$ cat src/hdl/udp_host_pkg.sv
// UDP host controller definitions
`default_nettype none

package udp_host_pkg;

  // Field widths with a meaning of their own
  typedef logic [31:0] ip_addr_t;
  typedef logic [15:0] udp_port_t;
  typedef logic [15:0] udp_len_t;
  typedef logic [7:0]  byte_t;
  typedef logic [7:0]  axil_addr_t;
  typedef logic [31:0] axil_data_t;
  typedef logic [1:0]  axil_resp_t;
  typedef logic [4:0]  fifo_cnt_t;

  // Outbound datagram sequencing
  typedef enum logic [1:0] {
    TX_IDLE,
    TX_HDR,
    TX_DATA
  } tx_state_t;

  localparam int       FIFO_DEPTH    = 16;
  localparam udp_len_t UDP_HDR_BYTES = 16'd8;

  localparam axil_resp_t RESP_OKAY   = 2'b00;
  localparam axil_resp_t RESP_SLVERR = 2'b10;

  // CSR byte offsets
  localparam axil_addr_t REG_LOCAL_IP   = 8'h00;
  localparam axil_addr_t REG_SEND_IP    = 8'h04;
  localparam axil_addr_t REG_SEND_PORTS = 8'h08;
  localparam axil_addr_t REG_SEND_LEN   = 8'h0C;
  localparam axil_addr_t REG_CTRL       = 8'h10;
  localparam axil_addr_t REG_STATUS     = 8'h14;
  localparam axil_addr_t REG_TX_DATA    = 8'h18;
  localparam axil_addr_t REG_RX_DATA    = 8'h1C;
  localparam axil_addr_t REG_RECV_IP    = 8'h20;
  localparam axil_addr_t REG_RECV_PORTS = 8'h24;
  localparam axil_addr_t REG_RECV_LEN   = 8'h28;

  // REG_CTRL command bits
  localparam int CTRL_SEND      = 0;
  localparam int CTRL_CLEAR_IRQ = 1;
  localparam int CTRL_TXF_CLEAR = 2;
  localparam int CTRL_RXF_CLEAR = 3;

endpackage

`default_nettype wire

$ cat src/hdl/pkt_fifo.sv
// Show-ahead packet byte FIFO
`timescale 1ns/1ps
`default_nettype none

module pkt_fifo #(
  parameter int DEPTH = udp_host_pkg::FIFO_DEPTH
) (
  input  wire                      clk,
  input  wire                      rst,
  input  wire                      i_clear,
  input  wire                      i_push,
  input  wire udp_host_pkg::byte_t i_data,
  input  wire                      i_pop,
  output udp_host_pkg::byte_t      o_data,
  output logic                     o_empty,
  output logic                     o_full,
  output udp_host_pkg::fifo_cnt_t  o_count
);
  import udp_host_pkg::*;

  localparam int PTR_W = $clog2(DEPTH);

  byte_t            mem [DEPTH];
  logic [PTR_W-1:0] wr_ptr;
  logic [PTR_W-1:0] rd_ptr;
  fifo_cnt_t        count;
  logic             do_push;
  logic             do_pop;

  assign o_empty = (count == '0);
  assign o_full  = (count == fifo_cnt_t'(DEPTH));
  assign o_count = count;
  assign do_push = i_push && !o_full;
  assign do_pop  = i_pop && !o_empty;

  // Head of the queue is always visible
  assign o_data = mem[rd_ptr];

  always_ff @(posedge clk) begin
    if (do_push) begin
      mem[wr_ptr] <= i_data;
    end
  end

  always_ff @(posedge clk) begin
    if (rst || i_clear) begin
      wr_ptr <= '0;
      rd_ptr <= '0;
      count  <= '0;
    end else begin
      if (do_push) begin
        wr_ptr <= (wr_ptr == PTR_W'(DEPTH - 1)) ? '0 : wr_ptr + 1'b1;
      end
      if (do_pop) begin
        rd_ptr <= (rd_ptr == PTR_W'(DEPTH - 1)) ? '0 : rd_ptr + 1'b1;
      end
      case ({do_push, do_pop})
        2'b10:   count <= count + 1'b1;
        2'b01:   count <= count - 1'b1;
        default: count <= count;
      endcase
    end
  end

endmodule

`default_nettype wire

$ cat src/hdl/udp_pkt_ctrl.sv
// Datagram send and receive control
`timescale 1ns/1ps
`default_nettype none

module udp_pkt_ctrl (
  input  wire                         clk,
  input  wire                         rst,
  input  wire                         i_send,
  input  wire                         i_clear_irq,
  input  wire udp_host_pkg::udp_len_t i_send_len,
  output logic                        o_tx_hdr_valid,
  output udp_host_pkg::udp_len_t      o_tx_udp_length,
  output logic                        o_tx_tvalid,
  output logic                        o_tx_tlast,
  output logic                        o_txf_pop,
  output logic                        o_tx_busy,
  input  wire                         i_tx_hdr_ready,
  input  wire                         i_txf_empty,
  input  wire                         i_tx_tready,
  input  wire                         i_rx_hdr_valid,
  input  wire udp_host_pkg::ip_addr_t  i_rx_src_ip,
  input  wire udp_host_pkg::udp_port_t i_rx_src_port,
  input  wire udp_host_pkg::udp_port_t i_rx_dst_port,
  input  wire udp_host_pkg::udp_len_t  i_rx_udp_length,
  input  wire                         i_rx_tvalid,
  input  wire                         i_rx_tready,
  input  wire                         i_rx_tlast,
  output udp_host_pkg::ip_addr_t      o_recv_ip,
  output udp_host_pkg::udp_port_t     o_recv_src_port,
  output udp_host_pkg::udp_port_t     o_recv_dst_port,
  output udp_host_pkg::udp_len_t      o_recv_len,
  output logic                        o_irq_rx,
  output logic                        o_irq_tx
);
  import udp_host_pkg::*;

  tx_state_t state;
  udp_len_t  len_q;
  udp_len_t  byte_cnt;
  logic      tx_fire;
  logic      tx_done;
  logic      rx_done;

  assign o_tx_hdr_valid  = (state == TX_HDR);
  assign o_tx_tvalid     = (state == TX_DATA) && !i_txf_empty;
  assign o_tx_tlast      = (state == TX_DATA) && (byte_cnt == len_q - udp_len_t'(1));
  assign o_tx_busy       = (state != TX_IDLE);
  assign o_tx_udp_length = len_q + UDP_HDR_BYTES;
  assign tx_fire         = o_tx_tvalid && i_tx_tready;
  assign o_txf_pop       = tx_fire;
  assign tx_done         = tx_fire && o_tx_tlast;
  assign rx_done         = i_rx_tvalid && i_rx_tready && i_rx_tlast;

  always_ff @(posedge clk) begin
    if (rst) begin
      state    <= TX_IDLE;
      byte_cnt <= '0;
    end else begin
      case (state)
        TX_IDLE: if (i_send) begin
          state    <= TX_HDR;
          byte_cnt <= '0;
        end
        TX_HDR: if (i_tx_hdr_ready) begin
          state <= TX_DATA;
        end
        TX_DATA: if (tx_fire) begin
          byte_cnt <= byte_cnt + 1'b1;
          if (o_tx_tlast) state <= TX_IDLE;
        end
        default: state <= TX_IDLE;
      endcase
    end
  end

  // Length is frozen for the whole datagram
  always_ff @(posedge clk) begin
    if (state == TX_IDLE && i_send) begin
      len_q <= i_send_len;
    end
  end

  always_ff @(posedge clk) begin
    if (i_rx_hdr_valid) begin
      o_recv_ip       <= i_rx_src_ip;
      o_recv_src_port <= i_rx_src_port;
      o_recv_dst_port <= i_rx_dst_port;
      o_recv_len      <= i_rx_udp_length;
    end
  end

  // Clear wins over a set in the same cycle
  always_ff @(posedge clk) begin
    if (rst || i_clear_irq) begin
      o_irq_rx <= 1'b0;
      o_irq_tx <= 1'b0;
    end else begin
      if (rx_done) o_irq_rx <= 1'b1;
      if (tx_done) o_irq_tx <= 1'b1;
    end
  end

endmodule

`default_nettype wire

$ cat src/hdl/udp_csr.sv
// AXI4-Lite register block
`timescale 1ns/1ps
`default_nettype none

module udp_csr (
  input  wire                           clk,
  input  wire                           rst,
  input  wire                           i_awvalid,
  input  wire udp_host_pkg::axil_addr_t i_awaddr,
  output logic                          o_awready,
  input  wire                           i_wvalid,
  input  wire udp_host_pkg::axil_data_t i_wdata,
  output logic                          o_wready,
  output logic                          o_bvalid,
  output udp_host_pkg::axil_resp_t      o_bresp,
  input  wire                           i_bready,
  input  wire                           i_arvalid,
  input  wire udp_host_pkg::axil_addr_t i_araddr,
  output logic                          o_arready,
  output logic                          o_rvalid,
  output udp_host_pkg::axil_data_t      o_rdata,
  output udp_host_pkg::axil_resp_t      o_rresp,
  input  wire                           i_rready,
  input  wire                           i_rx_irq,
  input  wire                           i_tx_irq,
  input  wire                           i_tx_busy,
  input  wire                           i_txf_empty,
  input  wire                           i_txf_full,
  input  wire                           i_rxf_empty,
  input  wire                           i_rxf_full,
  input  wire udp_host_pkg::byte_t      i_rxf_data,
  input  wire udp_host_pkg::ip_addr_t   i_recv_ip,
  input  wire udp_host_pkg::udp_port_t  i_recv_src_port,
  input  wire udp_host_pkg::udp_port_t  i_recv_dst_port,
  input  wire udp_host_pkg::udp_len_t   i_recv_len,
  output udp_host_pkg::ip_addr_t        o_local_ip,
  output udp_host_pkg::ip_addr_t        o_send_ip,
  output udp_host_pkg::udp_port_t       o_send_src_port,
  output udp_host_pkg::udp_port_t       o_send_dst_port,
  output udp_host_pkg::udp_len_t        o_send_len,
  output logic                          o_send,
  output logic                          o_clear_irq,
  output logic                          o_txf_clear,
  output logic                          o_rxf_clear,
  output logic                          o_txf_push,
  output logic                          o_rxf_pop,
  output udp_host_pkg::byte_t           o_txf_data
);
  import udp_host_pkg::*;

  logic       wr_fire;
  logic       rd_fire;
  logic       ctrl_wr;
  axil_resp_t wr_resp;
  axil_resp_t rd_resp;
  axil_data_t rd_data;
  logic [6:0] status;

  // One outstanding response per channel
  assign wr_fire   = i_awvalid && i_wvalid && !o_bvalid;
  assign rd_fire   = i_arvalid && !o_rvalid;
  assign o_awready = wr_fire;
  assign o_wready  = wr_fire;
  assign o_arready = rd_fire;

  // Command and data strobes last one cycle
  assign ctrl_wr     = wr_fire && (i_awaddr == REG_CTRL);
  assign o_send      = ctrl_wr && i_wdata[CTRL_SEND];
  assign o_clear_irq = ctrl_wr && i_wdata[CTRL_CLEAR_IRQ];
  assign o_txf_clear = ctrl_wr && i_wdata[CTRL_TXF_CLEAR];
  assign o_rxf_clear = ctrl_wr && i_wdata[CTRL_RXF_CLEAR];
  assign o_txf_push  = wr_fire && (i_awaddr == REG_TX_DATA) && !i_txf_full;
  assign o_txf_data  = i_wdata[7:0];
  assign o_rxf_pop   = rd_fire && (i_araddr == REG_RX_DATA) && !i_rxf_empty;

  assign status = {i_tx_busy, i_rxf_full, i_rxf_empty, i_txf_full, i_txf_empty,
                   i_tx_irq, i_rx_irq};

  always_comb begin
    case (i_awaddr)
      REG_LOCAL_IP, REG_SEND_IP, REG_SEND_PORTS, REG_SEND_LEN,
      REG_CTRL, REG_STATUS, REG_TX_DATA, REG_RX_DATA,
      REG_RECV_IP, REG_RECV_PORTS, REG_RECV_LEN: wr_resp = RESP_OKAY;
      default:                                    wr_resp = RESP_SLVERR;
    endcase
  end

  always_comb begin
    rd_data = '0;
    rd_resp = RESP_OKAY;
    case (i_araddr)
      REG_LOCAL_IP:   rd_data = o_local_ip;
      REG_SEND_IP:    rd_data = o_send_ip;
      REG_SEND_PORTS: rd_data = {o_send_src_port, o_send_dst_port};
      REG_SEND_LEN:   rd_data = axil_data_t'(o_send_len);
      REG_STATUS:     rd_data = axil_data_t'(status);
      REG_RX_DATA: begin
        if (!i_rxf_empty) rd_data = axil_data_t'(i_rxf_data);
      end
      REG_RECV_IP:    rd_data = i_recv_ip;
      REG_RECV_PORTS: rd_data = {i_recv_src_port, i_recv_dst_port};
      REG_RECV_LEN:   rd_data = axil_data_t'(i_recv_len);
      // Write-only registers read as zero
      REG_CTRL, REG_TX_DATA: rd_data = '0;
      default:        rd_resp = RESP_SLVERR;
    endcase
  end

  always_ff @(posedge clk) begin
    if (rst) begin
      o_local_ip      <= '0;
      o_send_ip       <= '0;
      o_send_src_port <= '0;
      o_send_dst_port <= '0;
      o_send_len      <= '0;
    end else if (wr_fire) begin
      case (i_awaddr)
        REG_LOCAL_IP: o_local_ip <= i_wdata;
        REG_SEND_IP:  o_send_ip  <= i_wdata;
        REG_SEND_PORTS: begin
          o_send_src_port <= i_wdata[31:16];
          o_send_dst_port <= i_wdata[15:0];
        end
        REG_SEND_LEN: o_send_len <= i_wdata[15:0];
        default: ;
      endcase
    end
  end

  // Write response
  always_ff @(posedge clk) begin
    if (rst) begin
      o_bvalid <= 1'b0;
    end else if (wr_fire) begin
      o_bvalid <= 1'b1;
    end else if (i_bready) begin
      o_bvalid <= 1'b0;
    end
  end

  always_ff @(posedge clk) begin
    if (wr_fire) o_bresp <= wr_resp;
  end

  // Read response
  always_ff @(posedge clk) begin
    if (rst) begin
      o_rvalid <= 1'b0;
    end else if (rd_fire) begin
      o_rvalid <= 1'b1;
    end else if (i_rready) begin
      o_rvalid <= 1'b0;
    end
  end

  always_ff @(posedge clk) begin
    if (rd_fire) begin
      o_rdata <= rd_data;
      o_rresp <= rd_resp;
    end
  end

endmodule

`default_nettype wire

$ cat src/hdl/udp_host_if.sv
// UDP offload host controller
`timescale 1ns/1ps
`default_nettype none

module udp_host_if (
  input  wire                            clk,
  input  wire                            rst,
  input  wire                            i_awvalid,
  input  wire udp_host_pkg::axil_addr_t  i_awaddr,
  output logic                           o_awready,
  input  wire                            i_wvalid,
  input  wire udp_host_pkg::axil_data_t  i_wdata,
  output logic                           o_wready,
  output logic                           o_bvalid,
  output udp_host_pkg::axil_resp_t       o_bresp,
  input  wire                            i_bready,
  input  wire                            i_arvalid,
  input  wire udp_host_pkg::axil_addr_t  i_araddr,
  output logic                           o_arready,
  output logic                           o_rvalid,
  output udp_host_pkg::axil_data_t       o_rdata,
  output udp_host_pkg::axil_resp_t       o_rresp,
  input  wire                            i_rready,
  output logic                           o_tx_hdr_valid,
  output udp_host_pkg::ip_addr_t         o_tx_src_ip,
  output udp_host_pkg::ip_addr_t         o_tx_dst_ip,
  output udp_host_pkg::udp_port_t        o_tx_src_port,
  output udp_host_pkg::udp_port_t        o_tx_dst_port,
  output udp_host_pkg::udp_len_t         o_tx_udp_length,
  input  wire                            i_tx_hdr_ready,
  output udp_host_pkg::byte_t            o_tx_tdata,
  output logic                           o_tx_tvalid,
  output logic                           o_tx_tlast,
  input  wire                            i_tx_tready,
  input  wire                            i_rx_hdr_valid,
  input  wire udp_host_pkg::ip_addr_t    i_rx_src_ip,
  input  wire udp_host_pkg::udp_port_t   i_rx_src_port,
  input  wire udp_host_pkg::udp_port_t   i_rx_dst_port,
  input  wire udp_host_pkg::udp_len_t    i_rx_udp_length,
  input  wire udp_host_pkg::byte_t       i_rx_tdata,
  input  wire                            i_rx_tvalid,
  input  wire                            i_rx_tlast,
  output logic                           o_rx_tready,
  output logic                           o_irq_rx,
  output logic                           o_irq_tx
);
  import udp_host_pkg::*;

  udp_len_t  send_len;
  logic      send, clear_irq, tx_busy;
  logic      txf_clear, txf_push, txf_pop, txf_empty, txf_full;
  logic      rxf_clear, rxf_pop, rxf_empty, rxf_full;
  byte_t     txf_data, rxf_data;
  ip_addr_t  recv_ip;
  udp_port_t recv_src_port, recv_dst_port;
  udp_len_t  recv_len;

  // Inbound payload stalls only on a full FIFO
  assign o_rx_tready = !rxf_full;

  udp_csr u_csr (
    .clk, .rst, .i_awvalid, .i_awaddr, .o_awready, .i_wvalid, .i_wdata, .o_wready,
    .o_bvalid, .o_bresp, .i_bready, .i_arvalid, .i_araddr, .o_arready,
    .o_rvalid, .o_rdata, .o_rresp, .i_rready,
    .i_rx_irq (o_irq_rx), .i_tx_irq (o_irq_tx), .i_tx_busy (tx_busy),
    .i_txf_empty (txf_empty), .i_txf_full (txf_full),
    .i_rxf_empty (rxf_empty), .i_rxf_full (rxf_full), .i_rxf_data (rxf_data),
    .i_recv_ip (recv_ip), .i_recv_src_port (recv_src_port),
    .i_recv_dst_port (recv_dst_port), .i_recv_len (recv_len),
    .o_local_ip (o_tx_src_ip), .o_send_ip (o_tx_dst_ip),
    .o_send_src_port (o_tx_src_port), .o_send_dst_port (o_tx_dst_port),
    .o_send_len (send_len), .o_send (send), .o_clear_irq (clear_irq),
    .o_txf_clear (txf_clear), .o_rxf_clear (rxf_clear),
    .o_txf_push (txf_push), .o_rxf_pop (rxf_pop), .o_txf_data (txf_data)
  );

  pkt_fifo u_tx_fifo (
    .clk, .rst, .i_clear (txf_clear), .i_push (txf_push), .i_data (txf_data),
    .i_pop (txf_pop), .o_data (o_tx_tdata), .o_empty (txf_empty),
    .o_full (txf_full), .o_count ()
  );

  pkt_fifo u_rx_fifo (
    .clk, .rst, .i_clear (rxf_clear), .i_push (i_rx_tvalid), .i_data (i_rx_tdata),
    .i_pop (rxf_pop), .o_data (rxf_data), .o_empty (rxf_empty),
    .o_full (rxf_full), .o_count ()
  );

  udp_pkt_ctrl u_ctrl (
    .clk, .rst, .i_send (send), .i_clear_irq (clear_irq), .i_send_len (send_len),
    .o_tx_hdr_valid, .o_tx_udp_length, .o_tx_tvalid, .o_tx_tlast,
    .o_txf_pop (txf_pop), .o_tx_busy (tx_busy), .i_tx_hdr_ready,
    .i_txf_empty (txf_empty), .i_tx_tready,
    .i_rx_hdr_valid, .i_rx_src_ip, .i_rx_src_port, .i_rx_dst_port, .i_rx_udp_length,
    .i_rx_tvalid, .i_rx_tready (o_rx_tready), .i_rx_tlast,
    .o_recv_ip (recv_ip), .o_recv_src_port (recv_src_port),
    .o_recv_dst_port (recv_dst_port), .o_recv_len (recv_len),
    .o_irq_rx, .o_irq_tx
  );

endmodule

`default_nettype wire

$ cat config.mk
export PLATFORM = sky130hd
export DESIGN_NAME = udp_host_if
export DESIGN_NICKNAME = d
export VERILOG_FILES = /design/src/hdl/udp_host_pkg.sv /design/src/hdl/pkt_fifo.sv /design/src/hdl/udp_pkt_ctrl.sv /design/src/hdl/udp_csr.sv /design/src/hdl/udp_host_if.sv
export SDC_FILE = /design/constraint.sdc
export NUM_CORES = 1
export LEC_CHECK = 0
export BUFFER_PORTS_ARGS = -buffer_cell sky130_fd_sc_hd__buf_2
export CORE_ASPECT_RATIO = 1.4
export CORE_UTILIZATION = 45
export CTS_CLUSTER_DIAMETER = 30
export DETAILED_ROUTE_END_ITERATION = 16
export GPL_TIMING_DRIVEN = 0
export HOLD_SLACK_MARGIN = 0.1
export PLACE_DENSITY_LB_ADDON = 0.25
export SYNTH_ARGS = -nofsm -noshare
export SYNTH_HDL_FRONTEND = slang
export SYNTH_HIERARCHICAL = 1
export SYNTH_SLANG_ARGS = --single-unit
$ cat constraint.sdc
create_clock -name clk -period 8.9 [get_ports clk]
set_clock_uncertainty 0.1 [all_clocks]
set_input_delay 1.78 -clock clk [delete_from_list [all_inputs] [get_ports clk]]
set_output_delay 1.78 -clock clk [all_outputs]
set_load 0.005 [all_outputs]
Yosys cells after proc, flatten, opt, wreduce, memory -nomap -nowiden:

Memories as Yosys holds them, arrays and structs flattened. A register that Yosys moved wholly into a read port is not among the register bits.
Index checks and enable logic that the tools add are counted.
Widths: inputs -> output; s select.

* mux-type cells: 30
* eq/ne operators: 37
* reduce and logical (&&, ||, !) cells: 50
* $add $sub $neg: 11

Operators with widths (number)
* $pmux 32 s9: 1
* $eq 8x5->1 const B: 8
* $eq 8x6->1 const B: 6
* $eq 8x4->1 const B: 4
* $mux 16: 2
* $mux 4: 8
* $pmux 16 s2: 1
* $logic_and 1x1->1: 22
* $reduce_or 11->1: 2
* $pmux 5 s2: 2
* $add 16x1->16 const B: 1
* $add 16x4->16 const B: 1
* $add 4x1->4 const B: 4
* $eq 16x16->1: 1
* $eq 4x4->1 const B: 4
* $eq 8x3->1 const B: 2
* $logic_not 8->1: 2
* $sub 16x1->16 const B: 1
* $mux 2: 6
* $reduce_bool 2->1: 6
* $add 5x1->5 const B: 2
* $eq 5x5->1 const B: 2
* $logic_not 5->1: 2
* $sub 5x1->5 const B: 2
* 12 further kinds: 36

* word-level logic and storage cells: 155
* register bits after elaboration: 292
* output and inout port bits: 167
* memory bits (writable): 256
* input bits: 148
* memories: 2

Memories
* u_rx_fifo.mem: depth 16, width 8, read ports 1, clocked after memory_dff 1, wr ports 1, line pkt_fifo.sv:23 `byte_t mem [DEPTH];`
* u_tx_fifo.mem: depth 16, width 8, read ports 1, clocked after memory_dff 1, wr ports 1, line pkt_fifo.sv:23

Depth between registers and ports, before layout:

Gate-level depths: netlist of run 1.

* word-level depth: 7
* mapped depth: 16
* depth with buffers taken out: 13

Cells and area by module:

The synthesis of run 1 kept the hierarchy.

By module, submodules not included
* pkt_fifo: cells an instance 299, times used 2, sequential area each 4184.0 um^2, area each 5871.9 um^2
* udp_csr: cells an instance 696, times used 1, sequential area each 3303.2 um^2, area each 6994.2 um^2
* udp_pkt_ctrl: cells an instance 337, times used 1, sequential area each 3283.1 um^2, area each 4677.0 um^2
* udp_host_if: cells an instance 1, times used 1, sequential area each 0.0 um^2, area each 3.8 um^2

Worst setup path before layout of run 1:

OpenSTA, ideal clock, no wires.

* path kind: input to register
* from: input i_arvalid
* to: register u_rx_fifo.count[2] (netlist: u_rx_fifo/o_count[2])
* library setup time: 0.071 ns
* arrival: 5.185 ns
* cell stages on the path: 12
* setup slack: 3.545 ns
* buffers on the path: 1
* required time: 8.729 ns
* path through: nor2b_1 -> and2_1 -> o21ai_4 -> inv_1 -> ha_1 -> clkbuf_1 -> xor2_1 -> ha_1 -> a21oi_1 -> xnor2_1 -> or3_1 -> a21oi_1

* word-level cells in the longest chain between the ends: 6
* elaborated cells on any way between the ends: 8
* classes of those cells: eq/ne: 2; mux: 1; reduce/logical: 5

Ends and longest elaborated chain
* start, declared: line udp_host_if.sv:17 `input wire i_arvalid,`
* $logic_and 1x1->1 (*): line udp_csr.sv:61 `assign rd_fire = i_arvalid && !o_rvalid;`
* $logic_and 1x1->1 (*) (2 in a row): line udp_csr.sv:74 `assign o_rxf_pop = rd_fire && (i_araddr == REG_RX_DATA) && !i_rxf_empty;`
* via rxf_pop: line udp_host_if.sv:52 `logic rxf_clear, rxf_pop, rxf_empty, rxf_full;`
* $logic_and 1x1->1 (*): line pkt_fifo.sv:34 `assign do_pop = i_pop && !o_empty;`
* $eq 2x1->1 / $eq 2x2->1 (equally long branches): line pkt_fifo.sv:57 `case ({do_push, do_pop})`
* $pmux 5 s2 / $reduce_bool 2->1 (equally long branches)
* end signal, assigned: line pkt_fifo.sv:58 `2'b10: count <= count + 1'b1;`
* end signal, assigned: line pkt_fifo.sv:59 `2'b01: count <= count - 1'b1;`
* end signal, assigned: line pkt_fifo.sv:60 `default: count <= count;`
* end, declared: line pkt_fifo.sv:26 `fifo_cnt_t count;`

Mark *: on every way through the listed nets, which the timed path passes. The rest lies on a longest branch.
A chain may end at the register's enable or synchronous reset.

Final worst setup path of run 1:

* from: register u_ctrl.len_q[3]
* to: output o_tx_tlast

* word-level cells in the longest chain between the ends: 3

Ends and longest elaborated chain
* start, declared: line udp_pkt_ctrl.sv:38 `udp_len_t len_q;`
* start signal, assigned: line udp_pkt_ctrl.sv:79 `len_q <= i_send_len;`
* $sub 16x1->16: line udp_pkt_ctrl.sv:46 `assign o_tx_tlast = (state == TX_DATA) && (byte_cnt == len_q - udp_len_t'(1));`
* $eq 16x16->1: line udp_pkt_ctrl.sv:46
* $logic_and 1x1->1: line udp_pkt_ctrl.sv:46
* end, declared: line udp_host_if.sv:33 `output logic o_tx_tlast,`

No other way between the ends.

==> impl_metrics.yaml, run 1 <==
outcome:
  status: "complete, no violations"
logic_synthesis:
  yosysUniqueCellTypes: 74
  synth.mux.area_fraction_pct: 14.69
  yosysWarnings: 6
  netlist_instances: 1632
  synth_common_cells: "edfxtp_1 (386), nor2_1 (169), dfxtp_1 (168)"
  synth_edf_count: 386
  synth-seq-area-share_pct: 63.86
  ys_ff_latch: 554
  yosysTopAreaCellShare_pct: 49.50
  synthArstFlopShare_pct: 0
  synth.most_common_cell: "edfxtp_1"
  synth_top_family_by_area: "multiplexers"
  syn_area_per_cell_um2: 14.35
  synthAdderAreaFrac_pct: 1.069
  synth-compound-area-share_pct: 5.743
  synth_top_area_cell: "edfxtp_1"
  synth_xor_area_share_pct: 1.982
  yosys-top-cells-area: "edfxtp_1 (49%), dfxtp_1 (14%), mux4_2 (8.6%)"
  synthesis.area_mm2: 0.02342
  yosys.area_share.simple_pct: 9.371
  ys.flop_type: "edfxtp_1"
detailed_routing:
  post_drt_wl_per_cell_um: 24.09
  wirelength_um: 67090
  firstDrtPassIters: 5
  routed_via_density: 5.642
  drc: 0
  first_iter_violations: 1161
  postRouteAntennaNets: 0
  num_vias: 15710
grt:
  grt_pass1_wl_um: 98500
  grt_usage_pct: 25.15
  grt.overflow.total: 0
  antenna_found_initial: 15
  grt_max_degree: 54
  grt_pass1_vias: 15850
final_layout:
  final_net_count: 2217
  drive_above_1_share_pct: 31.56
  areaGrowthSynthToFinish_pct: 24.97
  fillers: 4157
timing:
  rsz0062_at_grt: "false"
  setup_viol: 0
  setup_ws_ps: 3065
  period_needed_ps: 5835
  clock.fmax_mhz: 171.4
  fin_crit_sh_pct: 65.57
  hold_violations: 0
  finalMaxSlewViolations: 0
  whs_ps: 372.4
  fin_tns_setup_ps: 0
  tightest_slew_ps: 1321
  relSlewSlack_pct: 11.10
worst_setup_path:
  cp-end-kind: "output port"
  critPathKind: "reg2out"
  worstSetupStartpointType: "flop"
  crit_slowest_cell: "nor4b_1"
  path_cells: "inv_1 -> ha_1 -> nor4b_1 -> xnor2_1 -> o2111ai_1 -> or3_1 -> a211o_1 -> nor4b_2 -> buf_2"
  crit_arrival_ps: 3960
  critPathMaxStageDelay_ps: 790
  worst_ep_required_time_ps: 7020
  cp_max_fo: 8
die:
  coreArea_mm2: 0.05125
  pin_count: 315
  die-height_um: 271.9
  die_w_um: 194.8
  initial_core_util_pct: 45.69
  row_count: 98
  die_area_mm2: 0.05297
power:
  vdd_ir_drop_max_uv: 239.4
  p_per_area_mw_per_mm2: 229.0
  p_leak_nw: 11.14
  total_power_mw: 6.702
clock_network:
  insertion_delay_ps: 630
  post-cts-setup-buffers: 0
  root_buffer: "clkbuf_16"
  cts_inserted_buffers: 93
  cts_buffer_depth: 3
  cts-resized-gates: 0
  ctsHoldBuffers: 0
  cts_tree: "yes"
  cts.sinks: 554
  clk_pin_slew_ps: 60
  htreeDepth: 3
job:
  maxCapViolCount: 0
place:
  detailed_place_hpwl_um: 48760
  pre_cts_ws_ps: 2832
  place.gp.congestion: 0.8941
  numPortBuffers: 311
worst_hold_path:
  min_path_type: "reg2reg"
[power breakdown]
part / internal (mW) / total, mW / switching (mW)
registers: 2.81 / 2.82 / 0.0177
logic: 0.0754 / 0.212 / 0.137
clock network: 2.29 / 3.67 / 1.38
total: 5.17 / 6.70 / 1.53
[state kept, by name, summed over array words and instances (netlist names), 16 cells and up, named ones only]
name	count
u_rx_fifo/mem	128
u_tx_fifo/mem	128
u_csr/o_local_ip	32
u_csr/o_rdata	32
u_csr/o_send_ip	32
u_ctrl/o_recv_ip	32
u_csr/o_send_dst_port	16
u_csr/o_send_len	16
u_csr/o_send_src_port	16
u_ctrl/byte_cnt	16
u_ctrl/len_q	16
u_ctrl/o_recv_dst_port	16
u_ctrl/o_recv_len	16
u_ctrl/o_recv_src_port	16
[worst paths after layout]
path	startpoint	depth (start not counted)	slack [ps]	to
setup / recovery	u_ctrl/len_q[3]$_DFFE_PP_	9	3060	o_tx_tlast
hold / removal	u_csr/o_local_ip[26]$_SDFFE_PP0P_	2	370	u_csr/o_local_ip[26]$_SDFFE_PP0P_
setup reg to reg	u_rx_fifo/o_count[2]$_SDFFE_PP0P_	16	4710	u_rx_fifo/o_count[2]$_SDFFE_PP0P_
hold reg to reg	u_csr/o_local_ip[26]$_SDFFE_PP0P_	2	370	u_csr/o_local_ip[26]$_SDFFE_PP0P_
[worst max-delay path, delay by kind of cell, from the launching register on]
| kind | cells | cell delay (ps) |
|---|---|---|
| buffers and inverters | 2 | 370 |
| DFF | 1 | 530 |
| AOI/OAI and AO/OA | 2 | 450 |
| and+or+nand+nor | 3 | 1530 |
| xor gates and xnor gates | 1 | 200 |
| adders and majority gates | 1 | 260 |
[cells in the final DEF, fill, tap and decap left out, drive strengths merged, types with 7 or more instances in the layout]
cell type / instances
buf: 393
edfxtp: 386
nor2: 169
dfxtp: 168
clkbuf: 145
mux2i: 140
mux4: 89
nand2: 87
a21oi: 56
inv: 54
and2: 32
xnor2: 32
o21ai: 30
clkinv: 30
nand3: 21
xor2: 21
ha: 20
a32oi: 19
o221ai: 16
nor3: 16
nor4b: 15
nand4: 14
clkinvlp: 11
a22oi: 10
or2: 10
bufinv: 9
nand3b: 9
nand2b: 9
o211ai: 9
a211o: 8
and3: 8
nor4: 8
or4b: 7
or4: 7
[cell type report]
type | instances | area [um^2] | share of cell area, %
Inverter | 31 | 116.4 | 0.3976
Multi-Input combinational cell | 933 | 7761 | 26.52
Timing Repair Buffer | 321 | 1674 | 5.720
Clock inverter | 73 | 869.6 | 2.971
Clock buffer | 102 | 2412 | 8.242
Sequential cell | 554 | 14950 | 51.10
Tap cell | 650 | 813.3 | 2.779
Antenna cell | 6 | 15.01 | 0.05130
Buffer | 115 | 650.6 | 2.223
[cell families (layout without fill, tap and decap cells)]
kind of cell,Yosys count,after routing
xor gates and xnor gates,53,53
buffers and inverters,146,642
other,1,8
adders and majority gates,20,20
AOI/OAI and AO/OA,191,191
DFF,554,554
and+or+nand+nor,435,435
muxes,232,232
[metrics by stage]
| step | std cells | util (%) | cell area [um^2] |
|---|---|---|---|
| after global placement | 2594 | 50.32 | 25790 |
| after CTS | 2779 | 57.07 | 29250 |
| after detailed placement | 2604 | 50.66 | 25970 |
| after global routing | 2782 | 57.09 | 29260 |
| after floorplan | 1633 | - | 23420 |
| final | 2785 | 57.10 | 29270 |
[per-layer routing]
layer | track usage (%) | vias to the layer above | share of wire, %
met5 | 0 | - | 0.22
met4 | 12.16 | 22 | 4.2
met3 | 5.646 | 155 | 6.7
met2 | 44.06 | 604 | 51
met1 | 29.12 | 7866 | 38
li1 | - | 7067 | -
Note: power is estimated with default switching activity, not from simulation.
==> run 2: changes to the inputs <==
==> constraint.sdc (replaced) <==
create_clock -name clk -period 5.1 [get_ports clk]
set_clock_uncertainty 0.1 [all_clocks]
set_input_delay 1.02 -clock clk [delete_from_list [all_inputs] [get_ports clk]]
set_output_delay 1.02 -clock clk [all_outputs]
set_load 0.005 [all_outputs]
==> run 2 against run 1 <==
Largest cell class unchanged. Flip-flop and latch count unchanged. Worst hold slack improved by 0.97 ps. Register-to-register slack got worse by 3800 ps. Final area about the same. Critical endpoint unchanged. Count of clock-buffer cells in the layout unchanged. Die area unchanged. Global-route usage unchanged.
==> impl_metrics.yaml, run 2 (synthesis gave the netlist of run 1 again) <==
worst_setup_path:
  cp_max_fo: 6
  crit_cells: 9
  path_cells: "inv_1 -> ha_1 -> nor4b_1 -> nand4b_1 -> o21a_1 -> o311ai_1 -> nand2_1 -> nor4b_2 -> buf_2"
  cp-end-kind: "output port"
  crit_end: "o_tx_tlast"
  critPathKind: "reg2out"
  reg2reg_depth: 16
  path_buf_inv: 2
  crit_start: "u_ctrl/len_q[0]$_DFFE_PP_"
  reg2reg_to: "u_rx_fifo/o_count[2]$_SDFFE_PP0P_"
  critPathMaxStageDelay_ps: 690
  worstSetupStartpointType: "flop"
  regToRegSetupSlack_ps: 890
  critical-path-top-delay-family: "simple AND/OR/NAND/NOR gates"
  worst_ep_required_time_ps: 3980
  crit_arrival_ps: 3720
  r2r_start: "u_rx_fifo/o_count[2]$_SDFFE_PP0P_"
  crit_slowest_cell: "nor4b_1"
place:
  numPortBuffers: 311
  detailed_place_hpwl_um: 48760
  pre_cts_ws_ps: -207.8
  place.gp.congestion: 0.8941
timing:
  rsz0062_at_grt: "false"
  tightest_slew_ps: 1340
  hold_violations: 0
  relSlewSlack_pct: 9.827
  setup_viol: 0
  clock.fmax_mhz: 206.5
  setup_ws_ps: 257.5
  finalMaxSlewViolations: 0
  fin_crit_sh_pct: 94.95
  whs_ps: 373.3
  period_needed_ps: 4842
final_layout:
  reg.largest.list: "u_rx_fifo/mem: 128 flops, u_tx_fifo/mem: 128 flops"
  drive_above_1_share_pct: 31.61
  final_net_count: 2217
  final_cell_mix: "edfxtp_1 (386), buf_2 (331), nor2_1 (168), dfxtp_1 (168), mux2i_1 (140)"
  areaGrowthSynthToFinish_pct: 25.00
  final_common_cell: "edfxtp_1"
detailed_routing:
  postRouteAntennaNets: 0
  num_vias: 15710
  firstDrtPassIters: 5
  routed_via_density: 5.640
  drc: 0
  wirelength_um: 67140
  first_iter_violations: 1135
  post_drt_wl_per_cell_um: 24.11
outcome:
  status: "complete, no violations"
die:
  coreArea_mm2: 0.05125
  pin_count: 315
  row_count: 98
  initial_core_util_pct: 45.69
  die_area_mm2: 0.05297
  die-height_um: 271.9
  die_w_um: 194.8
clock_network:
  ctsHoldBuffers: 0
  cts_buffer_depth: 3
  cts_inserted_buffers: 93
  clk_pin_slew_ps: 60
  root_buffer: "clkbuf_16"
  insertion_delay_ps: 630
  cts.sinks: 554
  htreeDepth: 3
  cts_tree: "yes"
power:
  p_leak_nw: 11.15
  internal_power_mw: 9.017
  p_switching_mw: 2.676
  clock_power_share_pct: 54.7
  p_per_area_mw_per_mm2: 399.4
  p_sw_share_pct: 22.89
  total_power_mw: 11.69
  vdd_ir_drop_max_uv: 417.4
  p_comb_share_pct: 3.2
  p_seq_share_pct: 42.1
grt:
  grt_pass1_vias: 15850
  grt.overflow.total: 0
  grt_max_degree: 54
  grt_pass1_wl_um: 98500
  grt_usage_pct: 25.15
  antenna_found_initial: 15
worst_hold_path:
  min_from: "u_csr/o_send_len[7]$_SDFFE_PP0P_"
  min_path_type: "reg2reg"
job:
  maxCapViolCount: 0
-- run 2: what timing repair did --
item,in CTS,in global routing
buffers inserted,0,0
hold endpoints to repair,0,0
resized for setup,0,1
endpoints found under the setup margin,0,1
-- run 2: metal layers --
layer  track usage [%]  vias up  share of wire, %
met1             29.12     7859                37
li1                  -     7062                 -
met4             12.16       22               4.1
met3             5.646      145               7.0
met5                 0        -              0.22
met2             44.06      620                51
-- run 2: cell type report --
| class | instances | area [um^2] |
|---|---|---|
| Fill cell | 4156 | 21980 |
| Inverter | 31 | 116.4 |
| Buffer | 115 | 650.6 |
| Clock inverter | 73 | 869.6 |
| Multi-Input combinational cell | 933 | 7767 |
| Antenna cell | 6 | 15.01 |
| Tap cell | 650 | 813.3 |
| Clock buffer | 102 | 2412 |
| Sequential cell | 554 | 14950 |
| Timing Repair Buffer | 321 | 1674 |
-- run 2: worst min path at each step --
stage / endpoint / slack [ps] / depth (start not counted)
floorplan: u_ctrl/len_q[2]$_DFFE_PP_ / 320 / 0
global placement: u_ctrl/len_q[11]$_DFFE_PP_ / 350 / 0
detailed placement: u_ctrl/len_q[11]$_DFFE_PP_ / 360 / 0
CTS: u_csr/o_local_ip[26]$_SDFFE_PP0P_ / 370 / 2
global route: u_ctrl/len_q[0]$_DFFE_PP_ / 390 / 0
finish: u_ctrl/len_q[7]$_DFFE_PP_ / 370 / 0
-- run 2: power by group through the flow --
stage,clock network [mW],logic [mW],registers [mW]
2_1_floorplan,0,0.152,5.01
3_3_place_gp,0,0.351,5.02
3_5_place_dp,0,0.370,5.02
4_1_cts,6.48,0.372,4.93
5_1_grt,6.67,0.396,4.93
6_report,6.40,0.370,4.93
-- run 2: per-stage QoR --
| stage | area [um^2] | instances | util, % | setup TNS (ps) |
|---|---|---|---|---|
| 2_1_floorplan | 23420 | 1633 | - | 0 |
| 5_1_grt | 29270 | 2782 | 57.10 | 0 |
| 3_5_place_dp | 25970 | 2604 | 50.66 | -2004 |
| 6_report | 29270 | 2785 | 57.11 | 0 |
| 4_1_cts | 29250 | 2779 | 57.07 | 0 |
| 3_3_place_gp | 25790 | 2594 | 50.32 | -12500 |
